**src/verilog/matrix_pkg.sv**
```systemverilog
`default_nettype none
//****************************************
// fixed 64 x 32 panel at two bytes per pixel
// command codes are plain ascii bytes
//****************************************
package matrix_pkg;

    // panel geometry
    localparam int PANEL_ROWS        = 32;
    localparam int PANEL_COLS        = 64;
    localparam int BYTES_PER_PIXEL   = 2;
    localparam int BRIGHTNESS_LEVELS = 6;

    localparam int ROW_BITS      = $clog2(PANEL_ROWS);
    localparam int COL_BITS      = $clog2(PANEL_COLS);
    localparam int RAM_ADDR_BITS = $clog2(PANEL_ROWS * PANEL_COLS * BYTES_PER_PIXEL);

    typedef logic [7:0]                     cmd_byte_t;
    typedef logic [ROW_BITS-1:0]            row_addr_t;
    typedef logic [COL_BITS-1:0]            col_addr_t;
    // row, then column, then byte slot
    typedef logic [RAM_ADDR_BITS-1:0]       ram_addr_t;
    typedef logic [7:0]                     ram_data_t;
    typedef logic [8*BYTES_PER_PIXEL-1:0]   pixel_word_t;
    // bit 0 red, bit 1 green, bit 2 blue
    typedef logic [2:0]                     rgb_mask_t;
    typedef logic [BRIGHTNESS_LEVELS-1:0]   brightness_t;

    // host command bytes
    localparam cmd_byte_t CMD_RED_ON      = "R";
    localparam cmd_byte_t CMD_RED_OFF     = "r";
    localparam cmd_byte_t CMD_GREEN_ON    = "G";
    localparam cmd_byte_t CMD_GREEN_OFF   = "g";
    localparam cmd_byte_t CMD_BLUE_ON     = "B";
    localparam cmd_byte_t CMD_BLUE_OFF    = "b";
    localparam cmd_byte_t CMD_PLANE_FIRST = "1";
    localparam cmd_byte_t CMD_PLANE_LAST  = "6";
    localparam cmd_byte_t CMD_PLANES_OFF  = "0";
    localparam cmd_byte_t CMD_PLANES_ON   = "9";
    localparam cmd_byte_t CMD_LOAD_PLANES = "T";
    localparam cmd_byte_t CMD_PIXEL       = "P";
    localparam cmd_byte_t CMD_FILL        = "F";
    localparam cmd_byte_t CMD_BLANK       = "Z";

    typedef enum logic [2:0] {
        none,
        set_rgb,
        clr_rgb,
        toggle_plane,
        all_off,
        all_on,
        load_planes
    } settings_op_t;

    typedef enum logic [1:0] {
        pixel,
        fill,
        blank
    } write_mode_t;

    typedef enum logic [2:0] {
        idle,
        get_brightness,
        get_row,
        get_col,
        get_hi,
        get_lo,
        wait_writer
    } decoder_state_t;

endpackage
`default_nettype wire
```
**src/verilog/matrix_ctrl_top.sv**
```systemverilog
`timescale 1ns/1ps
`default_nettype none
//****************************************
// host holds rx_req through busy, ram_we has no handshake
//****************************************
module matrix_ctrl_top
    import matrix_pkg::*;
(
    input  logic        clk_in,
    input  logic        reset,
    input  logic        rx_req,
    input  cmd_byte_t   rx_data,
    output logic        rx_ack,
    output ram_addr_t   ram_addr,
    output ram_data_t   ram_data,
    output logic        ram_we,
    output rgb_mask_t   rgb_enable,
    output brightness_t brightness_enable,
    output logic        busy
);

    logic         byte_valid;
    cmd_byte_t    byte_data;
    logic         ready;
    settings_op_t settings_op;
    cmd_byte_t    settings_arg;
    logic         write_start;
    write_mode_t  write_mode;
    row_addr_t    row;
    col_addr_t    col;
    pixel_word_t  pixel_word;
    logic         writer_busy;

    cmd_byte_rx rx (
        .clk_in     (clk_in),
        .reset      (reset),
        .rx_req     (rx_req),
        .rx_data    (rx_data),
        .ready      (ready),
        .rx_ack     (rx_ack),
        .byte_valid (byte_valid),
        .byte_data  (byte_data)
    );

    cmd_decoder decoder (
        .clk_in       (clk_in),
        .reset        (reset),
        .byte_valid   (byte_valid),
        .byte_data    (byte_data),
        .writer_busy  (writer_busy),
        .ready        (ready),
        .busy         (busy),
        .settings_op  (settings_op),
        .settings_arg (settings_arg),
        .write_start  (write_start),
        .write_mode   (write_mode),
        .row          (row),
        .col          (col),
        .pixel_word   (pixel_word)
    );

    pixel_writer writer (
        .clk_in      (clk_in),
        .reset       (reset),
        .write_start (write_start),
        .write_mode  (write_mode),
        .row         (row),
        .col         (col),
        .pixel_word  (pixel_word),
        .writer_busy (writer_busy),
        .ram_addr    (ram_addr),
        .ram_data    (ram_data),
        .ram_we      (ram_we)
    );

    display_settings settings (
        .clk_in            (clk_in),
        .reset             (reset),
        .settings_op       (settings_op),
        .settings_arg      (settings_arg),
        .rgb_enable        (rgb_enable),
        .brightness_enable (brightness_enable)
    );

endmodule
`default_nettype wire

```
**src/verilog/display_settings.sv**
```systemverilog
`timescale 1ns/1ps
`default_nettype none
//****************************************
// all channels and planes enabled out of reset
//****************************************
module display_settings
    import matrix_pkg::*;
(
    input  logic         clk_in,
    input  logic         reset,
    input  settings_op_t settings_op,
    input  cmd_byte_t    settings_arg,
    output rgb_mask_t    rgb_enable,
    output brightness_t  brightness_enable
);

    // upper and lower case letters hit the same channel
    function automatic rgb_mask_t colour_mask(input cmd_byte_t arg);
        case (arg)
            CMD_RED_ON, CMD_RED_OFF:     return 3'b001;
            CMD_GREEN_ON, CMD_GREEN_OFF: return 3'b010;
            CMD_BLUE_ON, CMD_BLUE_OFF:   return 3'b100;
            default:                     return 3'b000;
        endcase
    endfunction

    // digit n selects plane BRIGHTNESS_LEVELS - n
    function automatic brightness_t plane_mask(input cmd_byte_t arg);
        brightness_t mask;
        int          level;
        level = int'(arg[3:0]);
        mask  = '0;
        for (int i = 0; i < BRIGHTNESS_LEVELS; i++) begin
            if (i == BRIGHTNESS_LEVELS - level) begin
                mask[i] = 1'b1;
            end
        end
        return mask;
    endfunction

    always_ff @(posedge clk_in) begin
        if (reset) begin
            rgb_enable        <= '1;
            brightness_enable <= '1;
        end else begin
            case (settings_op)
                set_rgb:      rgb_enable <= rgb_enable | colour_mask(settings_arg);
                clr_rgb:      rgb_enable <= rgb_enable & ~colour_mask(settings_arg);
                toggle_plane: brightness_enable <= brightness_enable ^ plane_mask(settings_arg);
                all_off:      brightness_enable <= '0;
                all_on:       brightness_enable <= '1;
                load_planes:  brightness_enable <= settings_arg[BRIGHTNESS_LEVELS-1:0];
                default: begin
                end
            endcase
        end
    end

endmodule
`default_nettype wire

```
**src/verilog/pixel_writer.sv**
```systemverilog
`timescale 1ns/1ps
`default_nettype none
//****************************************
// plain write strobe, the RAM must take a byte every cycle
// inputs are sampled only on write_start
//****************************************
module pixel_writer
    import matrix_pkg::*;
(
    input  logic        clk_in,
    input  logic        reset,
    input  logic        write_start,
    input  write_mode_t write_mode,
    input  row_addr_t   row,
    input  col_addr_t   col,
    input  pixel_word_t pixel_word,
    output logic        writer_busy,
    output ram_addr_t   ram_addr,
    output ram_data_t   ram_data,
    output logic        ram_we
);

    logic        active;
    write_mode_t mode_q;
    pixel_word_t word_q;
    ram_addr_t   next_addr;
    logic        last_write;

    assign writer_busy = active;
    assign next_addr   = ram_addr + 1'b1;

    // pixel ends after slot 0, fill and blank after the top address
    always_comb begin
        if (mode_q == pixel) begin
            last_write = !ram_addr[0];
        end else begin
            last_write = (ram_addr == {RAM_ADDR_BITS{1'b1}});
        end
    end

    always_ff @(posedge clk_in) begin
        if (reset) begin
            active   <= 1'b0;
            ram_we   <= 1'b0;
            ram_addr <= '0;
            mode_q   <= pixel;
        end else begin
            ram_we <= 1'b0;
            if (write_start) begin
                active <= 1'b1;
                ram_we <= 1'b1;
                mode_q <= write_mode;
                // big endian, high byte lands in slot 1
                if (write_mode == pixel) begin
                    ram_addr <= {row, col, 1'b1};
                end else begin
                    ram_addr <= '0;
                end
            end else if (active) begin
                if (last_write) begin
                    active <= 1'b0;
                end else begin
                    ram_we <= 1'b1;
                    if (mode_q == pixel) begin
                        ram_addr <= {ram_addr[RAM_ADDR_BITS-1:1], 1'b0};
                    end else begin
                        ram_addr <= next_addr;
                    end
                end
            end
        end
    end

    // data path, follows the address chosen above
    always_ff @(posedge clk_in) begin
        if (write_start) begin
            word_q <= pixel_word;
            case (write_mode)
                pixel:   ram_data <= pixel_word[15:8];
                fill:    ram_data <= pixel_word[7:0];
                default: ram_data <= 8'h00;
            endcase
        end else if (active && !last_write) begin
            case (mode_q)
                pixel:   ram_data <= word_q[7:0];
                fill:    ram_data <= next_addr[0] ? word_q[15:8] : word_q[7:0];
                default: ram_data <= 8'h00;
            endcase
        end
    end

endmodule
`default_nettype wire

```
**src/verilog/cmd_decoder.sv**
```systemverilog
`timescale 1ns/1ps
`default_nettype none
//****************************************
// settings ops are combinational on byte_valid
// write_start is registered, one cycle after the last argument
//****************************************
module cmd_decoder
    import matrix_pkg::*;
(
    input  logic         clk_in,
    input  logic         reset,
    input  logic         byte_valid,
    input  cmd_byte_t    byte_data,
    input  logic         writer_busy,
    output logic         ready,
    output logic         busy,
    output settings_op_t settings_op,
    output cmd_byte_t    settings_arg,
    output logic         write_start,
    output write_mode_t  write_mode,
    output row_addr_t    row,
    output col_addr_t    col,
    output pixel_word_t  pixel_word
);

    decoder_state_t state;

    assign ready        = (state != wait_writer);
    assign busy         = (state != idle);
    assign settings_arg = byte_data;

    // single byte commands map straight onto a settings op
    always_comb begin
        settings_op = none;
        if (byte_valid && state == get_brightness) begin
            settings_op = load_planes;
        end else if (byte_valid && state == idle) begin
            case (byte_data) inside
                CMD_RED_ON, CMD_GREEN_ON, CMD_BLUE_ON:    settings_op = set_rgb;
                CMD_RED_OFF, CMD_GREEN_OFF, CMD_BLUE_OFF: settings_op = clr_rgb;
                [CMD_PLANE_FIRST:CMD_PLANE_LAST]:         settings_op = toggle_plane;
                CMD_PLANES_OFF:                           settings_op = all_off;
                CMD_PLANES_ON:                            settings_op = all_on;
                default:                                  settings_op = none;
            endcase
        end
    end

    always_ff @(posedge clk_in) begin
        if (reset) begin
            state       <= idle;
            write_start <= 1'b0;
            write_mode  <= pixel;
        end else begin
            write_start <= 1'b0;
            case (state)
                idle: begin
                    if (byte_valid) begin
                        case (byte_data)
                            CMD_LOAD_PLANES: state <= get_brightness;
                            CMD_PIXEL: begin
                                write_mode <= pixel;
                                state      <= get_row;
                            end
                            CMD_FILL: begin
                                write_mode <= fill;
                                state      <= get_hi;
                            end
                            // no arguments, start straight away
                            CMD_BLANK: begin
                                write_mode  <= blank;
                                write_start <= 1'b1;
                                state       <= wait_writer;
                            end
                            default: begin
                            end
                        endcase
                    end
                end
                get_brightness: if (byte_valid) state <= idle;
                get_row:        if (byte_valid) state <= get_col;
                get_col:        if (byte_valid) state <= get_hi;
                get_hi:         if (byte_valid) state <= get_lo;
                get_lo: begin
                    if (byte_valid) begin
                        write_start <= 1'b1;
                        state       <= wait_writer;
                    end
                end
                // writer_busy only rises the cycle after write_start
                wait_writer: begin
                    if (!write_start && !writer_busy) begin
                        state <= idle;
                    end
                end
                default: state <= idle;
            endcase
        end
    end

    // argument capture
    always_ff @(posedge clk_in) begin
        if (byte_valid) begin
            case (state)
                get_row: row                         <= byte_data[ROW_BITS-1:0];
                get_col: col                         <= byte_data[COL_BITS-1:0];
                get_hi:  pixel_word[15:8]            <= byte_data;
                get_lo:  pixel_word[7:0]             <= byte_data;
                default: begin
                end
            endcase
        end
    end

endmodule
`default_nettype wire

```
**src/verilog/cmd_byte_rx.sv**
```systemverilog
`timescale 1ns/1ps
`default_nettype none
//****************************************
// rx_req may be asynchronous, rx_data must hold while req is high
// ack rises three cycles after req at the earliest
//****************************************
module cmd_byte_rx
    import matrix_pkg::*;
(
    input  logic      clk_in,
    input  logic      reset,
    input  logic      rx_req,
    input  cmd_byte_t rx_data,
    input  logic      ready,
    output logic      rx_ack,
    output logic      byte_valid,
    output cmd_byte_t byte_data
);

    logic req_meta;
    logic req_sync;
    logic take;

    // two flop synchroniser on the host request
    always_ff @(posedge clk_in) begin
        if (reset) begin
            req_meta <= 1'b0;
            req_sync <= 1'b0;
        end else begin
            req_meta <= rx_req;
            req_sync <= req_meta;
        end
    end

    // new request, not yet acked, and decoder can take it
    assign take = req_sync && !rx_ack && ready;

    always_ff @(posedge clk_in) begin
        if (reset) begin
            rx_ack     <= 1'b0;
            byte_valid <= 1'b0;
        end else begin
            byte_valid <= take;
            if (take) begin
                rx_ack <= 1'b1;
            end else if (!req_sync) begin
                rx_ack <= 1'b0;
            end
        end
    end

    always_ff @(posedge clk_in) begin
        if (take) begin
            byte_data <= rx_data;
        end
    end

endmodule
`default_nettype wire

```
**config.mk**
```make
export PLATFORM = sky130hd
export DESIGN_NAME = matrix_ctrl_top
export DESIGN_NICKNAME = d
export VERILOG_FILES = /design/src/verilog/matrix_pkg.sv /design/src/verilog/matrix_ctrl_top.sv /design/src/verilog/display_settings.sv /design/src/verilog/pixel_writer.sv /design/src/verilog/cmd_decoder.sv /design/src/verilog/cmd_byte_rx.sv
export SDC_FILE = /design/constraint.sdc
export NUM_CORES = 1
export LEC_CHECK = 0
export BUFFER_PORTS_ARGS = -buffer_cell sky130_fd_sc_hd__buf_4
export CELL_PAD_IN_SITES_DETAIL_PLACEMENT = 1
export CELL_PAD_IN_SITES_GLOBAL_PLACEMENT = 1
export CORE_UTILIZATION = 50
export DETAILED_ROUTE_END_ITERATION = 6
export GPL_ROUTABILITY_DRIVEN = 0
export PLACE_DENSITY_LB_ADDON = 0.05
export SLEW_MARGIN = 5
export SYNTH_ARGS = -nofsm -noshare
export SYNTH_HDL_FRONTEND = slang
export SYNTH_SLANG_ARGS = --single-unit
```
**constraint.sdc**
```tcl
create_clock -name clk_in -period 5.6 [get_ports clk_in]
set_clock_uncertainty 0.2 [all_clocks]
set_input_delay 0.28 -clock clk_in [delete_from_list [all_inputs] [get_ports clk_in]]
set_output_delay 0.28 -clock clk_in [all_outputs]
set_load 0.03 [all_outputs]
```
==> flow_summary.toml <==
[status]
result_of_the_run = "completed"

[synth]
synth.top_cells.by_area = "edfxtp_1 42%, dfxtp_1 16%, nor2_1 3.3%, a21oi_1 3.2%, nand2_1 3.0%"
synth_sequential_area_ratio = 0.576
synth.yosys.warnings = 0
mappedNetlistArea_mm2 = 0.00426
postSynthCellCount = 392
synth_compound_area_frac = 0.176
syn_area_per_cell_um2 = 10.9
synth_largest_type_area_fraction = 0.416
synth_xor_xnor_area_share = 0.0123
post-synth-top-area-cell = "edfxtp_1"
post_synth_edffs = 59
ys_flop_type = "edfxtp_1"
post_synth_fa_ha_maj_area_fraction = 0.00587
synth.most_common_cell = "edfxtp_1"
synth.mux.area_fraction = 0.00940
synth_top_cells_by_count = "59 x edfxtp_1, 37 x nor2_1, 34 x dfxtp_1, 34 x nand2_1, 27 x a21oi_1"
synth.ff_latch_count = 93
share_of_synthesized_flip_flops_with_an_asynchronous_set_or_reset = 0
simple_logic_cell_fraction_of_the_synthesized_area = 0.191
postSynthNetCount = 405
synthDistinctLibCells = 68
synth_top_family_by_area = "simple AND/OR/NAND/NOR gates"

[clock_network]
insertion_delay_of_the_later_clocked_pin_in_the_worst_skew_pair_ps = 370
worst_case_clock_buffer_depth = 2
clkSinkCount = 93
cts-buffers-inserted = 9
cts_root_buf = "clkbuf_8"
cts_tree = "yes"
clk_transition_reported_paths_ps = 100
clock_tree.htree_level_count = 3

[worst_setup_path]
timing.reg2reg.worst_path_depth = 7
timing_worst_setup_path_type = "reg -> reg"
cp-end-kind = "flip-flop"
worstPathMaxFanout = 25
start_kind = "flip-flop"
r2r_slack_ps = 2020
worst_ep_required_time_ps = 5690
r2r_start = "decoder.write_start"
timing.critical_path.arrival_ps = 3670
critical_path.reg2reg.endpoint = "writer.ram_addr[7]"

[final_layout]
syn2layout_area_growth_pct = 15.9
finalNetCount = 449
antenna_cells = 0
layout.cell_area.non_filler_mm2 = 0.00494
post_route_cells_drive_above_1_share = 0.184
area_occupied_by_multi_input_gates_mm2 = 0.00169
ff_latch_area_mm2 = 0.00245
final.fill_count = 910

[sta]
timing_max_transition_violations_final = 0
slew_headroom = 0.183
post-route-period-util = 0.638
timing.final.hold_violations = 0
worst-slew-pin-transition_ps = 1220
maxClockFrequency_mhz = 280
final.setup.tns_ps = 0
setup_viol = 0
setup_slack_ps = 2020
rsz0062_at_grt = "false"
timing.final.crit_period_ps = 3580

[min_path]
timing.hold.worst.class = "in -> reg"
holdPathEnd = "decoder.state[1]"
worstHoldStart = "reset"
hold-path-cell-count = 2

[placed_design]
post_dp_cell_area_mm2 = 0.00463
place_ws_ps = 2100
placement.io_buffers = 42
detailed_place_hpwl_um = 7240

[power_and_ir_drop]
sequential_cell_fraction_of_total_power = 0.584
logic_gate_share_of_total_power = 0.025
pwr-share-clk = 0.392
power.static_leakage_nw = 1.73
power_density_over_the_cells_mw_per_mm2 = 254
peakVddDrop_uv = 114
swShare = 0.229
cellInternalPower_uw = 968
net-switching-power_uw = 287
total_power_mw = 1.26

[routing]
vias_per_cell = 6.09
via_count = 3323
final_routed_wire_length_divided_by_cell_count_um = 19.9
drt_wl_total_um = 10800
number_of_nets_still_failing_antenna_checks_after_routing = 0
initialDrtViolationCount = 118
drc_errors = 0
drt_pre_antenna_iters = 4

[die]
die-width_um = 94.3
die_area_mm2 = 0.00889
core_area_mm2 = 0.00822
ports = 43
start_util = 0.519
fp-row-count = 33
die_h_um = 94.3

[global_route]
groute.usage.overall = 0.259
overflow = 0
grt_antenna_before_repair = 0
grt_first_pass_wirelength_um = 17300
first_global_vias = 3416
grt_max_degree = 40

[run]
max-cap-violations = 0
## metrics by stage
stage | hold slack (ps) | instances | util
floorplan | 179 | 392 | -
global placement | 233 | 521 | 0.564
detailed placement | 235 | 521 | 0.564
CTS | 132 | 546 | 0.601
global route | 148 | 546 | 0.601
finish | 141 | 546 | 0.601
## repair_timing
action                     CTS  global route
hold endpoints to repair     9             0
resized for setup            0             0
setup buffers                0             0
setup endpoints to repair    0             0
hold buffers                 9             0
## power groups by stage
stage                     Combinational (mW)  Sequential, mW  Clock (mW)
final                                 0.0309           0.733       0.492
after global routing                  0.0331           0.733       0.519
after CTS                             0.0307           0.733       0.495
after detailed placement              0.0255           0.748           0
after global placement                0.0245           0.748           0
after floorplan                       0.0182           0.744           0
## final cells by class
class / count / share of cell area
Sequential cell: 93 / 0.497
Inverter: 8 / 0.00608
Multi-Input combinational cell: 271 / 0.342
Clock inverter: 6 / 0.0157
Timing Repair Buffer: 53 / 0.0852
Clock buffer: 10 / 0.0279
Tap cell: 105 / 0.0266
## cell families after synthesis
family                     Yosys count
and+or+nand+nor                    152
AOI/OAI and AO/OA                  107
DFF                                 93
buffers and inverters               28
xor gates and xnor gates             6
muxes                                4
adders and majority gates            2
## flip-flops by register name (all words and copies together), names as in the netlist, 2 cells and up, named ones only
| register | cells |
|---|---|
| decoder.pixel_word | 16 |
| writer.word_q | 16 |
| writer.ram_addr | 12 |
| rx.byte_data | 8 |
| writer.ram_data | 8 |
| decoder.col | 6 |
| settings.brightness_enable | 6 |
| decoder.row | 5 |
| decoder.state | 3 |
| decoder.write_mode | 2 |
| writer.mode_q | 2 |
## routing by layer
| layer | global-route usage | routed length (um) |
|---|---|---|
| met3 | 0.0526 | 474 |
| met2 | 0.454 | 5470 |
| met5 | 0 | 0 |
| met1 | 0.313 | 4670 |
| met4 | 0.0936 | 224 |
## layout by cell type, fill, tap and decap left out, types with 3 or more instances in the layout
cell type,netlist,layout
xor2_1,5,5
a21oi_1,27,27
o21a_1,4,4
nand3_1,8,8
a211oi_1,3,3
nand2_1,34,34
a22oi_1,15,15
o21ai_0,20,20
nand2b_1,10,10
a221oi_1,4,4
nor2_1,37,37
dlygate4sd3_1,0,9
nor4_1,6,6
buf_4,0,44
clkbuf_8,0,10
nor2b_1,5,5
or3_1,5,5
edfxtp_1,59,59
inv_1,8,8
dfxtp_1,34,34
nor3_1,15,15
mux2i_1,4,4
a31oi_1,6,6
or2_2,4,4
## worst max path at each step
stage	startpoint	to	slack [ps]
floorplan	decoder.write_start	writer.ram_addr[1]	2590
global placement	decoder.write_start	writer.ram_addr[7]	2260
detailed placement	decoder.write_start	writer.ram_addr[7]	2100
CTS	decoder.write_start	writer.ram_addr[7]	2030
global route	decoder.write_start	writer.ram_addr[3]	1640
finish	decoder.write_start	writer.ram_addr[7]	2020
## worst max-delay path, cell delays in order (launching register included)
cell and delay [ps]:
dfxtp_1 1010, o21bai_2 370, nor4_1 140, a31oi_1 900, o21ai_0 230, buf_4 250, or3_1 340, o31ai_1 60
(Power assumes the default switching activity.)
